--- config.mk ---
export PLATFORM = sky130hd
export DESIGN_NAME = loader_top
export DESIGN_NICKNAME = d
export VERILOG_FILES = /design/src/loader_pkg.sv /design/src/chip_packet_counter.sv /design/src/crt_header_regs.sv /design/src/basic_ptr_table.sv /design/src/mem_write_port.sv /design/src/load_sequencer.sv /design/src/loader_top.sv
export SDC_FILE = /design/constraint.sdc
export NUM_CORES = 1
export LEC_CHECK = 0
export BUFFER_PORTS_ARGS = -buffer_cell sky130_fd_sc_hd__buf_2
export CAP_MARGIN = 0
export CORE_ASPECT_RATIO = 1.2
export CORE_UTILIZATION = 45
export DETAILED_ROUTE_END_ITERATION = 10
export PLACE_DENSITY = 0.69
export SYNTH_ARGS = -nofsm -noshare
export SYNTH_HDL_FRONTEND = slang
export SYNTH_SLANG_ARGS = --single-unit
--- constraint.sdc ---
create_clock -name clk_sys -period 3 [get_ports clk_sys]
set_input_delay 0.6 -clock clk_sys [delete_from_list [all_inputs] [get_ports clk_sys]]
set_output_delay 0.6 -clock clk_sys [all_outputs]
set_load 0.02 [all_outputs]
--- src/loader_pkg.sv ---
/* Shared widths, types and constants of the download loader.
   Every loader module refers to these by scoped name. */

package loader_pkg;

	// ============================================================
	// Widths and types
	// ============================================================
	localparam int BYTE_W     = 8;
	localparam int WORD_W     = 16;
	localparam int MEM_ADDR_W = 25;
	localparam int BLK_LEN_W  = 32;
	localparam int HDR_IDX_W  = 4;
	localparam int ALIGN_BITS = 13;

	typedef logic [BYTE_W-1:0]     byte_t;
	typedef logic [WORD_W-1:0]     word_t;
	typedef logic [MEM_ADDR_W-1:0] mem_addr_t;
	typedef logic [BLK_LEN_W-1:0]  blk_len_t;
	typedef logic [HDR_IDX_W-1:0]  hdr_idx_t;
	typedef logic [7:0]            file_index_t;

	typedef enum logic [2:0] {
		IDLE, PRG_HDR, PRG_DATA, CRT_FILE_HDR, CRT_CHIP, INJECT, ERASE
	} load_state_t;

	typedef enum logic [2:0] {
		HOLD, SET_LO, SET_HI, SET_CRT_BASE, ALIGN_8K, CLEAR, INC
	} addr_cmd_t;

	typedef enum logic [1:0] {
		SRC_DOWNLOAD, SRC_INJECT, SRC_ERASE
	} data_src_t;

	// ============================================================
	// File formats and memory map
	// ============================================================
	localparam file_index_t IDX_PRG = 8'd4;
	localparam file_index_t IDX_CRT = 8'd5;

	localparam mem_addr_t CRT_BASE       = 25'h100000;
	localparam mem_addr_t CRT_CHIP_START = 25'h40;
	localparam blk_len_t  CRT_HDR_BYTES  = 32'd16;
	localparam hdr_idx_t  HDR_LAST       = hdr_idx_t'(CRT_HDR_BYTES - 1);
	// First character of the "C64 CARTRIDGE" signature
	localparam byte_t     CRT_SIG        = 8'h43;

	localparam mem_addr_t OFS_ID_HI = 25'h16;
	localparam mem_addr_t OFS_ID_LO = 25'h17;
	localparam mem_addr_t OFS_EXROM = 25'h18;
	localparam mem_addr_t OFS_GAME  = 25'h19;

	localparam mem_addr_t ERASE_LAST  = 25'hFFFF;
	localparam int        ERASE_GAP   = 32;
	localparam int        STRIPE_BIT  = 6;
	localparam mem_addr_t INJECT_LAST = 25'hFF;

endpackage

--- src/chip_packet_counter.sv ---
/* Tracks position inside CRT chip packets: header byte index, then the
   remaining data bytes taken from the big-endian packet length. */

module chip_packet_counter (
	input  logic                 clk_sys,
	input  logic                 RESET,
	input  logic                 start_i,
	input  logic                 chip_byte_i,
	input  loader_pkg::byte_t    data_i,
	output loader_pkg::hdr_idx_t hdr_idx_o,
	output logic                 in_hdr_o,
	output logic                 pkt_first_o
);
	loader_pkg::hdr_idx_t hdr_cnt;
	loader_pkg::blk_len_t blk_len;

	// Index zero doubles as "outside a header"
	assign hdr_idx_o   = hdr_cnt;
	assign in_hdr_o    = hdr_cnt != '0;
	assign pkt_first_o = !in_hdr_o && blk_len == '0;

	always_ff @(posedge clk_sys) begin
		if (RESET || start_i) begin
			hdr_cnt <= '0;
			blk_len <= '0;
		end else if (chip_byte_i) begin
			if (pkt_first_o) begin
				hdr_cnt <= loader_pkg::hdr_idx_t'(1);
			end else if (in_hdr_o) begin
				// Wraps to zero after the last header byte
				hdr_cnt <= hdr_cnt + 1'b1;
				case (hdr_cnt)
					4'd4: blk_len[31:24] <= data_i;
					4'd5: blk_len[23:16] <= data_i;
					4'd6: blk_len[15:8]  <= data_i;
					4'd7: blk_len[7:0]   <= data_i;
					4'd8: blk_len        <= blk_len - loader_pkg::CRT_HDR_BYTES;
					default: ;
				endcase
			end else begin
				blk_len <= blk_len - 1'b1;
			end
		end
	end

endmodule

--- src/crt_header_regs.sv ---
/* Cartridge header registers. Holds the file-header fields and the fields
   of the current chip packet, and pulses bank_wr_o when a chip header is complete. */

module crt_header_regs (
	input  logic                 clk_sys,
	input  logic                 RESET,
	input  logic                 dl_wr_i,
	input  loader_pkg::mem_addr_t dl_addr_i,
	input  loader_pkg::byte_t    dl_data_i,
	input  logic                 crt_file_i,
	input  loader_pkg::hdr_idx_t hdr_idx_i,
	input  logic                 in_hdr_i,
	output loader_pkg::word_t    cart_id_o,
	output loader_pkg::byte_t    cart_exrom_o,
	output loader_pkg::byte_t    cart_game_o,
	output loader_pkg::byte_t    bank_type_o,
	output loader_pkg::word_t    bank_num_o,
	output loader_pkg::word_t    bank_laddr_o,
	output loader_pkg::word_t    bank_size_o,
	output logic                 bank_wr_o
);
	logic file_wr;
	logic chip_hdr_wr;

	assign file_wr     = dl_wr_i && crt_file_i;
	assign chip_hdr_wr = file_wr && in_hdr_i && dl_addr_i >= loader_pkg::CRT_CHIP_START;

	// File header fields, big-endian
	always_ff @(posedge clk_sys) begin
		if (file_wr) begin
			case (dl_addr_i)
				loader_pkg::OFS_ID_HI: cart_id_o[15:8] <= dl_data_i;
				loader_pkg::OFS_ID_LO: cart_id_o[7:0]  <= dl_data_i;
				loader_pkg::OFS_EXROM: cart_exrom_o    <= dl_data_i;
				loader_pkg::OFS_GAME:  cart_game_o     <= dl_data_i;
				default: ;
			endcase
		end
	end

	// Chip packet fields
	always_ff @(posedge clk_sys) begin
		if (chip_hdr_wr) begin
			case (hdr_idx_i)
				4'd9:  bank_type_o        <= dl_data_i;
				4'd10: bank_num_o[15:8]   <= dl_data_i;
				4'd11: bank_num_o[7:0]    <= dl_data_i;
				4'd12: bank_laddr_o[15:8] <= dl_data_i;
				4'd13: bank_laddr_o[7:0]  <= dl_data_i;
				4'd14: bank_size_o[15:8]  <= dl_data_i;
				4'd15: bank_size_o[7:0]   <= dl_data_i;
				default: ;
			endcase
		end
	end

	always_ff @(posedge clk_sys) begin
		if (RESET)
			bank_wr_o <= 1'b0;
		else
			bank_wr_o <= chip_hdr_wr && hdr_idx_i == loader_pkg::HDR_LAST;
	end

endmodule

--- src/basic_ptr_table.sv ---
/* BASIC pointer table for program injection. Takes the program end address
   at injection start and returns the pointer byte for each zero-page slot. */

module basic_ptr_table (
	input  logic                  clk_sys,
	input  logic                  RESET,
	input  logic                  inject_start_i,
	input  loader_pkg::mem_addr_t cur_addr_i,
	output logic                  ptr_hit_o,
	output loader_pkg::byte_t     ptr_data_o
);
	loader_pkg::word_t end_addr;

	always_ff @(posedge clk_sys) begin
		if (RESET)
			end_addr <= '0;
		else if (inject_start_i)
			end_addr <= cur_addr_i[15:0];
	end

	always_comb begin
		ptr_hit_o  = 1'b1;
		ptr_data_o = '0;
		case (cur_addr_i[7:0])
			// TXT start, as after a cold start
			8'h2B: ptr_data_o = 8'h01;
			8'h2C: ptr_data_o = 8'h08;
			8'hAC, 8'hAD: ptr_data_o = 8'h00;
			// VAR, ARY, STR and LOAD_END all point past the program
			8'h2D, 8'h2F, 8'h31, 8'hAE: ptr_data_o = end_addr[7:0];
			8'h2E, 8'h30, 8'h32, 8'hAF: ptr_data_o = end_addr[15:8];
			default: ptr_hit_o = 1'b0;
		endcase
		if (cur_addr_i[24:8] != '0)
			ptr_hit_o = 1'b0;
	end

endmodule

--- src/mem_write_port.sv ---
/* Memory write port. Keeps the running load address and one outstanding
   write, held on the memory bus until mem_ack_i. */

module mem_write_port (
	input  logic                  clk_sys,
	input  logic                  RESET,
	input  loader_pkg::addr_cmd_t addr_cmd_i,
	input  loader_pkg::data_src_t data_src_i,
	input  logic                  wr_req_i,
	input  loader_pkg::byte_t     dl_data_i,
	input  loader_pkg::byte_t     ptr_data_i,
	input  logic                  mem_ack_i,
	output logic                  pending_o,
	output loader_pkg::mem_addr_t cur_addr_o,
	output logic                  mem_we_o,
	output loader_pkg::mem_addr_t mem_addr_o,
	output loader_pkg::byte_t     mem_data_o
);
	loader_pkg::byte_t src_data;

	always_comb begin
		case (data_src_i)
			loader_pkg::SRC_INJECT: src_data = ptr_data_i;
			// 64-byte stripes of 00 and FF
			loader_pkg::SRC_ERASE:
				src_data = {$bits(loader_pkg::byte_t){cur_addr_o[loader_pkg::STRIPE_BIT]}};
			default: src_data = dl_data_i;
		endcase
	end

	always_ff @(posedge clk_sys) begin
		if (RESET) begin
			pending_o  <= 1'b0;
			cur_addr_o <= '0;
		end else begin
			if (wr_req_i)
				pending_o <= 1'b1;
			else if (mem_ack_i)
				pending_o <= 1'b0;

			case (addr_cmd_i)
				loader_pkg::SET_LO:
					cur_addr_o <= loader_pkg::mem_addr_t'({cur_addr_o[15:8], dl_data_i});
				loader_pkg::SET_HI:       cur_addr_o[15:8] <= dl_data_i;
				loader_pkg::SET_CRT_BASE: cur_addr_o <= loader_pkg::CRT_BASE;
				loader_pkg::ALIGN_8K: begin
					if (cur_addr_o[loader_pkg::ALIGN_BITS-1:0] != '0)
						cur_addr_o <= {cur_addr_o[24:loader_pkg::ALIGN_BITS] + 1'b1,
							{loader_pkg::ALIGN_BITS{1'b0}}};
				end
				loader_pkg::CLEAR: cur_addr_o <= '0;
				loader_pkg::INC:   cur_addr_o <= cur_addr_o + 1'b1;
				default: begin
					// Step past the write that was just accepted
					if (pending_o && mem_ack_i)
						cur_addr_o <= cur_addr_o + 1'b1;
				end
			endcase
		end
	end

	always_ff @(posedge clk_sys) begin
		if (wr_req_i) begin
			mem_addr_o <= cur_addr_o;
			mem_data_o <= src_data;
		end
	end

	assign mem_we_o = pending_o;

endmodule

--- src/load_sequencer.sv ---
/* Download sequencer. Decodes each host byte by file type and offset, drives
   the address commands and write requests, and runs injection and RAM erase. */

module load_sequencer (
	input  logic                    clk_sys,
	input  logic                    RESET,
	input  logic                    dl_active_i,
	input  loader_pkg::file_index_t dl_index_i,
	input  logic                    dl_wr_i,
	input  loader_pkg::mem_addr_t   dl_addr_i,
	input  loader_pkg::byte_t       dl_data_i,
	input  logic                    erase_req_i,
	input  logic                    in_hdr_i,
	input  logic                    pkt_first_i,
	input  logic                    ptr_hit_i,
	input  logic                    pending_i,
	input  loader_pkg::mem_addr_t   cur_addr_i,
	output loader_pkg::addr_cmd_t   addr_cmd_o,
	output loader_pkg::data_src_t   data_src_o,
	output logic                    wr_req_o,
	output logic                    chip_byte_o,
	output logic                    inject_start_o,
	output logic                    cart_attached_o,
	output logic                    busy_o,
	output logic                    dl_wait_o
);
	localparam int GAP_W = $clog2(loader_pkg::ERASE_GAP);

	loader_pkg::load_state_t state_q;
	logic [GAP_W-1:0]        gap_cnt;
	logic                    sig_ok;
	logic                    prg_wr;
	logic                    prg_hdr_wr;
	logic                    crt_wr;
	logic                    data_wr;
	logic                    port_idle;
	logic                    inj_step;
	logic                    inj_live;
	logic                    erase_start;
	logic                    erase_go;

	// ============================================================
	// Byte decode and commands
	// ============================================================
	always_comb begin
		prg_wr = dl_active_i && dl_wr_i && dl_index_i == loader_pkg::IDX_PRG &&
			(state_q == loader_pkg::IDLE || state_q == loader_pkg::PRG_HDR ||
			 state_q == loader_pkg::PRG_DATA);
		prg_hdr_wr = prg_wr && state_q != loader_pkg::PRG_DATA;
		crt_wr = dl_active_i && dl_wr_i && dl_index_i == loader_pkg::IDX_CRT &&
			(state_q == loader_pkg::IDLE || state_q == loader_pkg::CRT_FILE_HDR ||
			 state_q == loader_pkg::CRT_CHIP);
		chip_byte_o = crt_wr && dl_addr_i >= loader_pkg::CRT_CHIP_START;
		// Chip header bytes only feed the counter and header registers
		data_wr = (prg_wr && state_q == loader_pkg::PRG_DATA) ||
			(chip_byte_o && !pkt_first_i && !in_hdr_i);
		port_idle   = !wr_req_o && !pending_i;
		inj_step    = state_q == loader_pkg::INJECT && !inject_start_o && port_idle;
		inj_live    = cur_addr_i <= loader_pkg::INJECT_LAST;
		erase_start = state_q == loader_pkg::IDLE && erase_req_i && !dl_active_i;
		erase_go    = state_q == loader_pkg::ERASE && port_idle &&
			gap_cnt == GAP_W'(loader_pkg::ERASE_GAP - 1);

		addr_cmd_o = loader_pkg::HOLD;
		if (prg_hdr_wr && dl_addr_i == '0)
			addr_cmd_o = loader_pkg::SET_LO;
		else if (prg_hdr_wr && dl_addr_i == loader_pkg::mem_addr_t'(1))
			addr_cmd_o = loader_pkg::SET_HI;
		else if (crt_wr && dl_addr_i == '0)
			addr_cmd_o = loader_pkg::SET_CRT_BASE;
		else if (chip_byte_o && pkt_first_i)
			addr_cmd_o = loader_pkg::ALIGN_8K;
		else if (erase_start || inject_start_o)
			addr_cmd_o = loader_pkg::CLEAR;
		else if (inj_step && inj_live && !ptr_hit_i)
			addr_cmd_o = loader_pkg::INC;

		case (state_q)
			loader_pkg::INJECT: data_src_o = loader_pkg::SRC_INJECT;
			loader_pkg::ERASE:  data_src_o = loader_pkg::SRC_ERASE;
			default:            data_src_o = loader_pkg::SRC_DOWNLOAD;
		endcase
	end

	assign busy_o    = state_q == loader_pkg::INJECT || state_q == loader_pkg::ERASE;
	assign dl_wait_o = wr_req_o || pending_i || busy_o;

	// ============================================================
	// State machine
	// ============================================================
	always_ff @(posedge clk_sys) begin
		if (RESET) begin
			state_q         <= loader_pkg::IDLE;
			wr_req_o        <= 1'b0;
			inject_start_o  <= 1'b0;
			cart_attached_o <= 1'b0;
			gap_cnt         <= '0;
			sig_ok          <= 1'b0;
		end else begin
			wr_req_o <= data_wr || (inj_step && inj_live && ptr_hit_i) ||
				(erase_go && cur_addr_i <= loader_pkg::ERASE_LAST);
			inject_start_o <= 1'b0;
			if (crt_wr && dl_addr_i == '0)
				sig_ok <= dl_data_i == loader_pkg::CRT_SIG;

			case (state_q)
				loader_pkg::IDLE: begin
					if (erase_start) begin
						state_q <= loader_pkg::ERASE;
						gap_cnt <= '0;
					end else if (dl_active_i && dl_index_i == loader_pkg::IDX_PRG) begin
						state_q <= loader_pkg::PRG_HDR;
					end else if (dl_active_i && dl_index_i == loader_pkg::IDX_CRT) begin
						state_q         <= loader_pkg::CRT_FILE_HDR;
						cart_attached_o <= 1'b0;
					end
				end
				loader_pkg::PRG_HDR, loader_pkg::PRG_DATA: begin
					// Last data write must land before the end address is taken
					if (!dl_active_i && port_idle) begin
						state_q        <= loader_pkg::INJECT;
						inject_start_o <= 1'b1;
					end else if (prg_hdr_wr && dl_addr_i == loader_pkg::mem_addr_t'(1)) begin
						state_q <= loader_pkg::PRG_DATA;
					end
				end
				loader_pkg::CRT_FILE_HDR, loader_pkg::CRT_CHIP: begin
					if (!dl_active_i && port_idle) begin
						state_q         <= loader_pkg::IDLE;
						cart_attached_o <= sig_ok;
					end else if (chip_byte_o) begin
						state_q <= loader_pkg::CRT_CHIP;
					end
				end
				loader_pkg::INJECT: begin
					if (inj_step && !inj_live)
						state_q <= loader_pkg::IDLE;
				end
				loader_pkg::ERASE: begin
					if (port_idle)
						gap_cnt <= gap_cnt + 1'b1;
					if (erase_go) begin
						gap_cnt <= '0;
						if (cur_addr_i > loader_pkg::ERASE_LAST)
							state_q <= loader_pkg::IDLE;
					end
				end
				default: state_q <= loader_pkg::IDLE;
			endcase
		end
	end

endmodule

--- src/loader_top.sv ---
/* Download loader top level. Connects sequencer, chip counter, cartridge
   header registers, BASIC pointer table and memory write port. */

module loader_top (
	input  logic                    clk_sys,
	input  logic                    RESET,
	input  logic                    dl_active_i,
	input  loader_pkg::file_index_t dl_index_i,
	input  logic                    dl_wr_i,
	input  loader_pkg::mem_addr_t   dl_addr_i,
	input  loader_pkg::byte_t       dl_data_i,
	output logic                    dl_wait_o,
	input  logic                    erase_req_i,
	output logic                    mem_we_o,
	output loader_pkg::mem_addr_t   mem_addr_o,
	output loader_pkg::byte_t       mem_data_o,
	input  logic                    mem_ack_i,
	output loader_pkg::word_t       cart_id_o,
	output loader_pkg::byte_t       cart_exrom_o,
	output loader_pkg::byte_t       cart_game_o,
	output logic                    cart_attached_o,
	output loader_pkg::byte_t       bank_type_o,
	output loader_pkg::word_t       bank_num_o,
	output loader_pkg::word_t       bank_laddr_o,
	output loader_pkg::word_t       bank_size_o,
	output logic                    bank_wr_o,
	output logic                    busy_o
);
	loader_pkg::addr_cmd_t addr_cmd;
	loader_pkg::data_src_t data_src;
	loader_pkg::hdr_idx_t  hdr_idx;
	loader_pkg::byte_t     ptr_data;
	loader_pkg::mem_addr_t cur_addr;
	logic                  wr_req;
	logic                  chip_byte;
	logic                  inject_start;
	logic                  in_hdr;
	logic                  pkt_first;
	logic                  ptr_hit;
	logic                  pending;
	logic                  crt_file;
	logic                  crt_start;

	assign crt_file  = dl_active_i && dl_index_i == loader_pkg::IDX_CRT;
	// Counter restarts with the cartridge base address
	assign crt_start = addr_cmd == loader_pkg::SET_CRT_BASE;

	load_sequencer u_seq (
		.clk_sys(clk_sys), .RESET(RESET),
		.dl_active_i(dl_active_i), .dl_index_i(dl_index_i), .dl_wr_i(dl_wr_i),
		.dl_addr_i(dl_addr_i), .dl_data_i(dl_data_i), .erase_req_i(erase_req_i),
		.in_hdr_i(in_hdr), .pkt_first_i(pkt_first), .ptr_hit_i(ptr_hit),
		.pending_i(pending), .cur_addr_i(cur_addr),
		.addr_cmd_o(addr_cmd), .data_src_o(data_src), .wr_req_o(wr_req),
		.chip_byte_o(chip_byte), .inject_start_o(inject_start),
		.cart_attached_o(cart_attached_o), .busy_o(busy_o), .dl_wait_o(dl_wait_o)
	);

	chip_packet_counter u_cnt (
		.clk_sys(clk_sys), .RESET(RESET), .start_i(crt_start),
		.chip_byte_i(chip_byte), .data_i(dl_data_i),
		.hdr_idx_o(hdr_idx), .in_hdr_o(in_hdr), .pkt_first_o(pkt_first)
	);

	crt_header_regs u_hdr (
		.clk_sys(clk_sys), .RESET(RESET), .dl_wr_i(dl_wr_i), .dl_addr_i(dl_addr_i),
		.dl_data_i(dl_data_i), .crt_file_i(crt_file), .hdr_idx_i(hdr_idx),
		.in_hdr_i(in_hdr), .cart_id_o(cart_id_o), .cart_exrom_o(cart_exrom_o),
		.cart_game_o(cart_game_o), .bank_type_o(bank_type_o), .bank_num_o(bank_num_o),
		.bank_laddr_o(bank_laddr_o), .bank_size_o(bank_size_o), .bank_wr_o(bank_wr_o)
	);

	basic_ptr_table u_ptr (
		.clk_sys(clk_sys), .RESET(RESET), .inject_start_i(inject_start),
		.cur_addr_i(cur_addr), .ptr_hit_o(ptr_hit), .ptr_data_o(ptr_data)
	);

	mem_write_port u_port (
		.clk_sys(clk_sys), .RESET(RESET), .addr_cmd_i(addr_cmd), .data_src_i(data_src),
		.wr_req_i(wr_req), .dl_data_i(dl_data_i), .ptr_data_i(ptr_data),
		.mem_ack_i(mem_ack_i), .pending_o(pending), .cur_addr_o(cur_addr),
		.mem_we_o(mem_we_o), .mem_addr_o(mem_addr_o), .mem_data_o(mem_data_o)
	);

endmodule

==> results.cfg, run 1 <==
[die]
start_util = 0.4579
ioPinCount = 173
die_area_sq_um = 23370
row_count = 60
die_width_microns = 139.7
core_area_sq_um = 22370
chipHeight_microns = 167.3

[clock_network]
cts_made_buffers = 24
cts-root-buf = clkbuf_16
clkLatencyLatePin_ns = 0.54
clockBufferDepth = 3
cts_setup_buffers = 0
clock_sinks = 212
hold_buffers = 0
path_clk_slew_ns = 0.06
cts_tree = built
htreeDepth = 1

[place]
dpl-instance-area_sq_um = 12090
gp_congestion = 0.9470
port_buffers = 172
post-dp-hpwl_microns = 21910

[pwr]
power.density_nw_per_um2 = 609.4
total_leakage_power_nw = 5.079
vdd.ir_drop.worst_uv = 621.2

[sta]
fin_skew_ns = 0.02290
finalHoldViolCount = 0
setup_violations = 0
fin_crit_ns = 2.846
slew_headroom = 0.5526
rsz0062_at_grt = no
maxSlewViolCount = 0
finalSetupTns_ns = 0
max_freq_mhz = 351.4
post-route-period-util = 0.9487
worstMarginPinSlew_ns = 0.6687

[route]
wl_microns = 30520
drtIter0Drc = 720
drc_errors = 0
wire_per_inst_microns = 19.31
via_per_inst = 5.835
num_vias = 9219
dr.pass1.iters = 5
antenna_left = 0

[critical_path]
cp_num_buf_inv = 1
crit_path_top_delay_cell = or4b_4
crit_fanout = 5
end_kind = register
critPathTopFamily = simple AND/OR/NAND/NOR gates
critical_path_class = register to register
path_depth = 9
cp-start-kind = register
crit_path_cell_trace = inv_1 > ha_1 > or4b_4 > or2_4 > or4_4 > or3_4 > o21a_1 > o31ai_2 > a21oi_1
cp_slowest_stage_delay_ns = 0.51
crit_required_ns = 3.41
cp.arrival_ns = 3.26
reg2reg_depth = 9

[grt]
grt_util_all_layers = 0.2575
grt_pass1_wl_microns = 47580
antenna_found_initial = 3
first_global_vias = 8993
grt_max_degree = 37
gr-total-overflow = 0

[synthesis]
yosysTopAreaCell = edfxtp_1
synth.top_cell.area_share = 0.3547
yosysWarnings = 0
syn_area_sq_um = 10240
synth-seq-cells = 212
synth_edf_count = 121
ys.flop_type = edfxtp_1
yosysSeqAreaShare = 0.5326
syn_avg_cell_area_sq_um = 10.02
ys_types = 88
synthArstFlopShare = 0
syn_inst = 1022
synth_nets = 1088
yosys-top-cells-area = edfxtp_1, dfxtp_1, nor2_1, nand2_1, a21oi_1

[finish]
area_delta_synth_final_pct = 27.24
fin_nets = 1347
fill_cells = 1926
layout-drive-gt1-share = 0.2818
final_area_sq_um = 13030

[min_path]
holdPathStages = 4
hp-class = input port to register

[outcome]
run_status = finished clean

[flow_run]
maxCapViolations = 0
[worst reg2reg max path, cell delays in order (launching register included)]
cell and delay, ns:
dfxtp_1 0.32, inv_1 0.06, ha_1 0.21, or4b_4 0.51, or2_4 0.31, or4_4 0.49
or3_4 0.38, o21a_1 0.20, o31ai_2 0.17, a21oi_1 0.09
[logic make-up (layout without fill, tap and decap cells)]
group / after synthesis / after routing / share of synthesized area
buffers and inverters: 76 / 353 / 0.03139
AOI/OAI and AO/OA: 267 / 267 / 0.1752
DFF: 212 / 212 / 0.5326
and+or+nand+nor: 425 / 425 / 0.2161
other: 0 / 2 / 0
xor gates and xnor gates: 7 / 7 / 0.005985
muxes: 16 / 16 / 0.01563
adders and majority gates: 19 / 19 / 0.02321
[power by group]
part	switching (mW)	total [mW]	internal (mW)
clock	1.22	3.30	2.09
sequential	0.104	3.24	3.14
combinational	0.826	1.40	0.573
total	2.14	7.94	5.80
[cells in the final DEF (no fill, tap or decap), types with 25 or more instances in the layout]
cell,n
o21ai_0,62
dfxtp_1,90
nor3_1,34
inv_1,25
buf_4,109
nand3_1,26
nor2_1,103
buf_2,172
edfxtp_1,121
nand2_1,100
a21oi_1,73
[cell type report]
class	instances	area, sq um	area share
Sequential cell	212	5456	0.4186
Clock inverter	17	296.5	0.02275
Multi-Input combinational cell	734	4498	0.3451
Tap cell	279	349.1	0.02678
Antenna cell	2	5.005	0.0003840
Clock buffer	27	611.8	0.04694
Timing Repair Buffer	283	1719	0.1319
Inverter	26	97.59	0.007488
[metrics by stage]
| step | std cells | hold slack (ns) | power [mW] | worst slack (ns) | util |
|---|---|---|---|---|---|
| global placement | 1534 | 0.4421 | 4.622 | -0.05238 | 0.5406 |
| detailed placement | 1534 | 0.4515 | 4.648 | -0.1171 | 0.5406 |
| global route | 1580 | 0.3728 | 8.253 | 0.004042 | 0.5826 |
| finish | 1580 | 0.3844 | 7.942 | 0.1540 | 0.5826 |
| floorplan | 1022 | 0.4029 | 4.143 | 0.09496 | - |
| CTS | 1578 | 0.3727 | 7.945 | 0.07903 | 0.5814 |
[registers in the layout (all words and copies together), names as in the netlist, 3 cells and up]
signal,flops
u_cnt.hdr_idx_o,4
u_hdr.bank_type_o,8
u_seq.state_q,3
u_cnt.blk_len,32
u_hdr.bank_laddr_o,16
u_ptr.end_addr,16
u_hdr.bank_size_o,16
u_hdr.bank_num_o,16
u_hdr.cart_id_o,16
u_port.mem_addr_o,25
u_port.mem_data_o,8
u_hdr.cart_game_o,8
u_seq.gap_cnt,5
u_port.cur_addr_o,25
u_hdr.cart_exrom_o,8
[synthesized netlist by cell type, types with 10 or more instances]
| cell type | instances |
|---|---|
| edfxtp_1 | 121 |
| nor2_1 | 105 |
| nand2_1 | 100 |
| dfxtp_1 | 91 |
| a21oi_1 | 73 |
| o21ai_0 | 62 |
| nor3_1 | 34 |
| clkbuf_1 | 33 |
| inv_1 | 26 |
| nand3_1 | 26 |
| nor4_1 | 20 |
| ha_1 | 19 |
| a31oi_1 | 18 |
| and2_1 | 17 |
| nor2b_1 | 17 |
| and3_1 | 16 |
| mux2i_1 | 16 |
| a211oi_1 | 15 |
| nand2b_1 | 13 |
| nand4_1 | 12 |
| buf_2 | 10 |
| nor3b_1 | 10 |
[path summary, 6_finish.rpt]
check | slack, ns | from | endpoint
max | 0.15 | u_cnt.blk_len[5] | u_cnt.blk_len[24]
min | 0.38 | mem_ack_i | u_port.mem_we_o
max reg2reg | 0.15 | u_cnt.blk_len[5] | u_cnt.blk_len[24]
min reg2reg | 0.46 | u_seq.gap_cnt[4] | u_seq.gap_cnt[4]
[metal layers]
layer | vias to the layer above | GRT usage | wire length, microns
met5 | - | 0 | 12
met3 | 109 | 0.03660 | 1986
met2 | 403 | 0.4641 | 15490
met1 | 4360 | 0.2975 | 11670
li1 | 4345 | - | -
met4 | 2 | 0.1280 | 1357
[what timing repair did]
item / 4_1_cts / 5_1_grt
gates resized for setup: 1 / 7
setup endpoints to repair: 6 / 21
pin swaps: 1 / 2
(Power assumes the default switching activity.)
==> inputs of run 2 (changes only) <==
--- a/config.mk
+++ b/config.mk
@@ -6,10 +6,9 @@
 export NUM_CORES = 1
 export LEC_CHECK = 0
-export BUFFER_PORTS_ARGS = -buffer_cell sky130_fd_sc_hd__buf_2
 export CAP_MARGIN = 0
 export CORE_ASPECT_RATIO = 1.2
 export CORE_UTILIZATION = 45
 export DETAILED_ROUTE_END_ITERATION = 10
-export PLACE_DENSITY = 0.69
+export DONT_BUFFER_PORTS = 1
 export SYNTH_ARGS = -nofsm -noshare
 export SYNTH_HDL_FRONTEND = slang
==> constraint.sdc (replaced) <==
create_clock -name clk_sys -period 3 [get_ports clk_sys]
set_input_delay 0.15 -clock clk_sys [delete_from_list [all_inputs] [get_ports clk_sys]]
set_output_delay 0.15 -clock clk_sys [all_outputs]
set_load 0.02 [all_outputs]
==> run 2 against run 1 <==
  * Count of clock-buffer cells in the layout is 9 higher
  * First-iteration DRC count is 7.9% lower
  * Design area is 8.2% lower
  * Power is 7.4% lower
==> results.cfg, run 2 (synthesized netlist as in run 1, its figures left out) <==
[clock_network]
clockBufferDepth = 3
clkLatencyLatePin_ns = 0.53
path_clk_slew_ns = 0.06
htreeDepth = 1
cts-root-buf = clkbuf_16
cts_made_buffers = 23
cts_tree = built
clock_sinks = 212

[pwr]
combPwrFrac = 0.174
vdd.ir_drop.worst_uv = 421.7
total_power_mw = 7.356
clock_power_share = 0.387
swShare = 0.2783
power.density_nw_per_um2 = 614.5
power.internal_mw = 5.309
seqPwrFrac = 0.439
total_leakage_power_nw = 4.237
switchingPower_mw = 2.047

[route]
drtIter0Drc = 663
drc_errors = 0
wl_microns = 31640
dr.pass1.iters = 5
wire_per_inst_microns = 22.80
num_vias = 8547
antenna_left = 0
via_per_inst = 6.158

[critical_path]
cp-start-kind = register
reg2reg_from = u_cnt.blk_len[4]
cp.arrival_ns = 3.27
crit_fanout = 5
r2r_end = u_seq.wr_req_o
reg2reg_depth = 10
crit_path_cell_trace = inv_1 > ha_1 > or4b_4 > or2_4 > nor3_4 > buf_4 > a31oi_2 > a32oi_1 > a31oi_1 > dlygate4sd3_1
r2r_setup_slack_ns = 0.14
crit_required_ns = 3.41
critical_path_class = register to register
cp_slowest_stage_delay_ns = 0.56
crit_path_top_delay_cell = dlygate4sd3_1
end_kind = register

[finish]
top_register = u_cnt.blk_len
fill_cells = 1999
layout-drive-gt1-share = 0.1445
fin_nets = 1156
area_delta_synth_final_pct = 16.86
largest_register_ffs = 32
largest_registers = u_cnt.blk_len x32, u_port.cur_addr_o x25, u_port.mem_addr_o x25
final_cell_mix = edfxtp_1, nor2_1, nand2_1
mostFrequentLayoutCell = edfxtp_1

[grt]
gr-total-overflow = 0
grt_util_all_layers = 0.2680
first_global_vias = 8054
grt_pass1_wl_microns = 48110
grt_max_degree = 60
antenna_found_initial = 1

[die]
row_count = 60
die_area_sq_um = 23370
die_width_microns = 139.7
chipHeight_microns = 167.3
start_util = 0.4579
ioPinCount = 173
core_area_sq_um = 22370

[sta]
fin_skew_ns = 0.01443
maxSlewViolCount = 0
rsz0062_at_grt = no
setup_violations = 0
worstMarginPinSlew_ns = 1.147
max_freq_mhz = 349.5
post-route-period-util = 0.9537
finalSetupTns_ns = 0
fin_crit_ns = 2.861
finalHoldViolCount = 0
slew_headroom = 0.2329

[place]
post-dp-hpwl_microns = 21660
gp_congestion = 0.9620
port_buffers = 0

[outcome]
run_status = finished clean

[min_path]
hp-class = input port to register
min_from = dl_index_i[0]
worstHoldEndpoint = u_seq.cart_attached_o
holdPathStages = 5

[flow_run]
maxCapViolations = 0
[run 2: layer usage]
layer,track usage,up-vias,routed length (microns)
met3,0.03889,81,1837
met5,0,-,0
met1,0.3150,4180,12070
li1,-,3972,-
met4,0.1142,0,1251
met2,0.4846,314,16480
[run 2: critical path: cells and delay by family, from the launching register on]
| kind | cells | cell delay, ns |
|---|---|---|
| DFF | 1 | 0.31 |
| AOI/OAI and AO/OA | 3 | 0.43 |
| and+or+nand+nor | 3 | 1.01 |
| adders and majority gates | 1 | 0.20 |
| buffers and inverters | 3 | 0.78 |
[run 2: power groups by stage]
stage / Combinational (mW) / Clock (mW) / Sequential [mW]
floorplan: 0.890 / 0 / 3.25
finish: 1.28 / 2.85 / 3.23
global route: 1.39 / 3.01 / 3.24
CTS: 1.24 / 2.89 / 3.23
detailed placement: 1.16 / 0 / 3.29
global placement: 1.16 / 0 / 3.29
[run 2: metrics by stage]
stage	hold WS (ns)	setup WS (ns)	cells	util	cell area (sq um)
final	0.02386	0.1389	1388	0.5351	11970
after global routing	0.04140	0.01997	1388	0.5351	11970
after CTS	0.01548	0.03315	1384	0.5319	11900
after detailed placement	0.2298	0.1127	1325	0.4892	10940
after global placement	0.2255	0.1940	1325	0.4892	10940
after floorplan	0.2489	0.09496	1022	-	10240
[run 2: worst max-delay path by stage]
stage                         start               endpoint  cells after the start
2_1_floorplan  u_port.cur_addr_o[0]  u_port.cur_addr_o[24]                     12
3_3_place_gp     u_cnt.hdr_idx_o[0]  u_port.cur_addr_o[23]                     11
3_5_place_dp   u_port.cur_addr_o[0]  u_port.cur_addr_o[11]                      9
4_1_cts           u_cnt.blk_len[20]         u_seq.wr_req_o                      8
5_1_grt           u_cnt.blk_len[15]  u_port.cur_addr_o[23]                      9
6_report           u_cnt.blk_len[4]         u_seq.wr_req_o                     10
[run 2: what timing repair did]
| action | CTS | global route |
|---|---|---|
| hold buffers | 17 | 0 |
| resized for setup | 0 | 9 |
| setup buffers | 0 | 2 |
| endpoints found under the hold margin | 184 | 0 |
| setup endpoints to repair | 0 | 24 |
[run 2: cell type report]
class | instances | area [sq um] | share of cell area
clock inverter | 6 | 82.58 | 0.006899
clock buffer | 36 | 685.7 | 0.05728
inverter | 26 | 97.59 | 0.008153
tap | 279 | 349.1 | 0.02916
multi-input combinational | 734 | 4511 | 0.3768
timing repair buffer | 93 | 783.3 | 0.06543
antenna | 2 | 5.005 | 0.0004181
sequential | 212 | 5456 | 0.4558
==> inputs of run 3 (changes only) <==
- SYNTH_HIERARCHICAL: default -> 1
==> run 3 against run 2 <==
  * The run now ends with setup timing left
  * Count of clock-buffer cells in the layout is 11 lower
  * Register-to-register slack worse by 0.30 ns
  * Fmax is 9.4% lower
  * Clock skew is 0.0065 ns higher
  * Power is 23% higher
  * Synthesized cell count is 0.68% higher
  * Combinational power is 130% higher
  * Design area is 17% higher
  * Cell count is 13% higher
  * Wire length is 14% higher
  * Non-clock buffer count is 131 higher
  * Critical path type unchanged
  * Largest power group unchanged
==> results.cfg, run 3 <==
[clock_network]
clkLatencyLatePin_ns = 0.54
clockBufferDepth = 3
cts_made_buffers = 23
clock_sinks = 212
htreeDepth = 1
path_clk_slew_ns = 0.07
cts_tree = built
cts-root-buf = clkbuf_16

[critical_path]
r2r_end = u_port/cur_addr_o[19]
crit_path_cell_trace = or4_4 > or4_4 > nor3_4 > a21oi_2 > a22oi_2 > nor3b_4 > nand4_4 > and4_4 > buf_6 > buf_6 > a31oi_4 > a211oi_2
crit_path_top_delay_cell = or4_4
path_depth = 12
crit_start = u_port/cur_addr_o[14]
critPathTopFamily = simple AND/OR/NAND/NOR gates
cp-start-kind = register
crit_required_ns = 3.41
critical_path_class = register to register
critPathCapture = u_port/cur_addr_o[19]
cp_num_buf_inv = 2
reg2reg_from = u_port/cur_addr_o[14]
crit_fanout = 6
reg2reg_depth = 12
end_kind = register
cp_slowest_stage_delay_ns = 0.55
r2r_setup_slack_ns = -0.16
cp.arrival_ns = 3.57

[grt]
use_met2 = 0.5117
first_global_vias = 9393
gr-total-overflow = 0
use_met1 = 0.3317
grtUsageMet3 = 0.05122
grt_max_degree = 50
grt_busiest_layer = met2
grt_pass1_wl_microns = 53200
grt_util_all_layers = 0.2891
antenna_found_initial = 1

[sta]
rsz0062_at_grt = yes
fin_hold_ws_ns = 0.02060
setup_violations = 25
worst_slack_ns = -0.1593
slew_headroom = 0.1870
fin_skew_ns = 0.02095
max_freq_mhz = 316.5
maxSlewViolCount = 0
finalHoldViolCount = 0
fin_crit_ns = 3.159
post-route-period-util = 1.053
worstMarginPinSlew_ns = 1.216

[route]
num_vias = 9713
drtIter0Drc = 994
antenna_left = 0
wl_microns = 35990
drc_errors = 0
wire_per_inst_microns = 23.00
via_per_inst = 6.206
dr.pass1.iters = 8

[pwr]
vdd.ir_drop.worst_uv = 535.6
power.density_nw_per_um2 = 645.7
total_leakage_power_nw = 5.131

[die]
start_util = 0.4593
row_count = 61
ioPinCount = 173
die_area_sq_um = 24310
core_area_sq_um = 23200
chipHeight_microns = 170.6
die_width_microns = 142.5

[finish]
final_area_sq_um = 14000
largest_registers = u_cnt/blk_len x32, u_port/cur_addr_o x25, u_port/mem_addr_o x25
layout-drive-gt1-share = 0.3163
final_cell_mix = buf_4, edfxtp_1, nand2_1, nor2_1, dfxtp_1
largest_register_ffs = 32
fin_nets = 1294
top_register = u_cnt/blk_len
final_util = 0.6036
mostFrequentLayoutCell = buf_4
area_delta_synth_final_pct = 31.40

[flow_run]
maxCapViolations = 0

[place]
dpl-instance-area_sq_um = 12240
post-dp-hpwl_microns = 23540
port_buffers = 0
gp_congestion = 0.9609

[synthesis]
synth_compound_area_frac = 0.1923
synth.top_cell.area_share = 0.3409
syn_inst = 1029
yosysTopAreaCell = edfxtp_1
syn_area_sq_um = 10660
ys_types = 97
synthTopCellsByCount = edfxtp_1, nor2_1, dfxtp_1
synth_edf_count = 121
synth-simple-area-share = 0.2166
synth-xor-area-share = 0.007396
synth_nets = 1091
yosysWarnings = 6
yosysMostFrequentCell = edfxtp_1
ys.flop_type = edfxtp_1
yosysSeqAreaShare = 0.5119
muxShareOfSynthArea = 0.02066
synth-seq-cells = 212
synth_top_family_by_area = simple AND/OR/NAND/NOR gates
synthArstFlopShare = 0
yosys-top-cells-area = edfxtp_1, dfxtp_1, nor2_1, nand2_1, a21oi_1
syn_avg_cell_area_sq_um = 10.36
synth_fa_ha_area_frac = 0.01761

[outcome]
violations = setup timing
run_status = finished, violations left

[min_path]
holdPathStages = 4
hp-class = input port to register
[run 3: cell count changes after synthesis, moves of 8 or more]
cell / delta
nand2_1: -13
a21oi_1: -12
nor4_1: +12
o31ai_1: +11
nor2_1: -10
o21ai_0: -10
clkbuf_1: -9
a22o_1: -8
a311oi_1: +8
o211ai_1: +8
[run 3: repair_timing]
action	4_1_cts	5_1_grt
setup endpoints to repair	61	50
cloned	2	3
buffers inserted	8	10
pin swaps	19	35
resized for setup	54	81
endpoints found under the hold margin	187	0
hold buffers	20	0
[run 3: worst min-delay path by stage]
stage                  from                 end  slack, ns
2_1_floorplan         RESET      u_seq/wr_req_o       0.22
3_3_place_gp          RESET  u_ptr/end_addr[15]       0.23
3_5_place_dp          RESET      u_seq/wr_req_o       0.23
4_1_cts         dl_active_i    u_seq/state_q[1]       0.01
5_1_grt        dl_addr_i[0]  u_hdr/cart_id_o[3]       0.04
6_report        dl_active_i    u_seq/state_q[1]       0.02
[run 3: power breakdown]
group | internal (mW) | leakage [nW] | total [mW] | switching, mW
Clock | 1.61 | 0.372 | 2.86 | 1.25
Sequential | 3.16 | 1.83 | 3.23 | 0.0725
Combinational | 1.32 | 2.93 | 2.95 | 1.63
[run 3: cell type report]
| type | count | area (sq um) |
|---|---|---|
| Sequential cell | 212 | 5465 |
| Clock inverter | 17 | 176.4 |
| Timing Repair Buffer | 224 | 1862 |
| Fill cell | 1935 | 9198 |
| Tap cell | 315 | 394.1 |
| Clock buffer | 25 | 583.1 |
| Antenna cell | 1 | 2.502 |
| Multi-Input combinational cell | 741 | 5409 |
| Inverter | 30 | 112.6 |
[run 3: layer usage]
metal,part of all wire,up-vias,wire (microns)
met5,0,-,0
met3,0.069,145,2486
met2,0.50,507,18040
li1,-,4386,-
met1,0.38,4675,13580
met4,0.052,0,1888
[run 3: per-stage QoR]
| stage | total power [mW] | cells | setup TNS [ns] | setup slack (ns) |
|---|---|---|---|---|
| global route | 9.373 | 1565 | -7.523 | -0.3141 |
| floorplan | 4.659 | 1029 | -3.723 | -0.2277 |
| CTS | 8.727 | 1552 | -2.112 | -0.1546 |
| detailed placement | 5.504 | 1480 | -33.55 | -0.7338 |
| global placement | 5.498 | 1480 | -24.57 | -0.5535 |
| finish | 9.043 | 1565 | -2.524 | -0.1593 |
[run 3: cell families (layout without fill, tap and decap cells)]
| kind of cell | after synthesis | after routing |
|---|---|---|
| compound gates | 287 | 287 |
| xor+xnor | 9 | 9 |
| fa+ha+maj | 15 | 15 |
| buf+inv | 77 | 296 |
| flops | 212 | 212 |
| mux | 22 | 22 |
| other cells | 0 | 1 |
| simple gates | 407 | 408 |
[run 3: worst reg2reg max path, stage by stage (launching register included)]
cell,delay (ns)
dfxtp_2,0.32
or4_4,0.53
or4_4,0.55
nor3_4,0.16
a21oi_2,0.05
a22oi_2,0.28
nor3b_4,0.29
nand4_4,0.14
and4_4,0.23
buf_6,0.13
buf_6,0.13
a31oi_4,0.19
a211oi_2,0.05
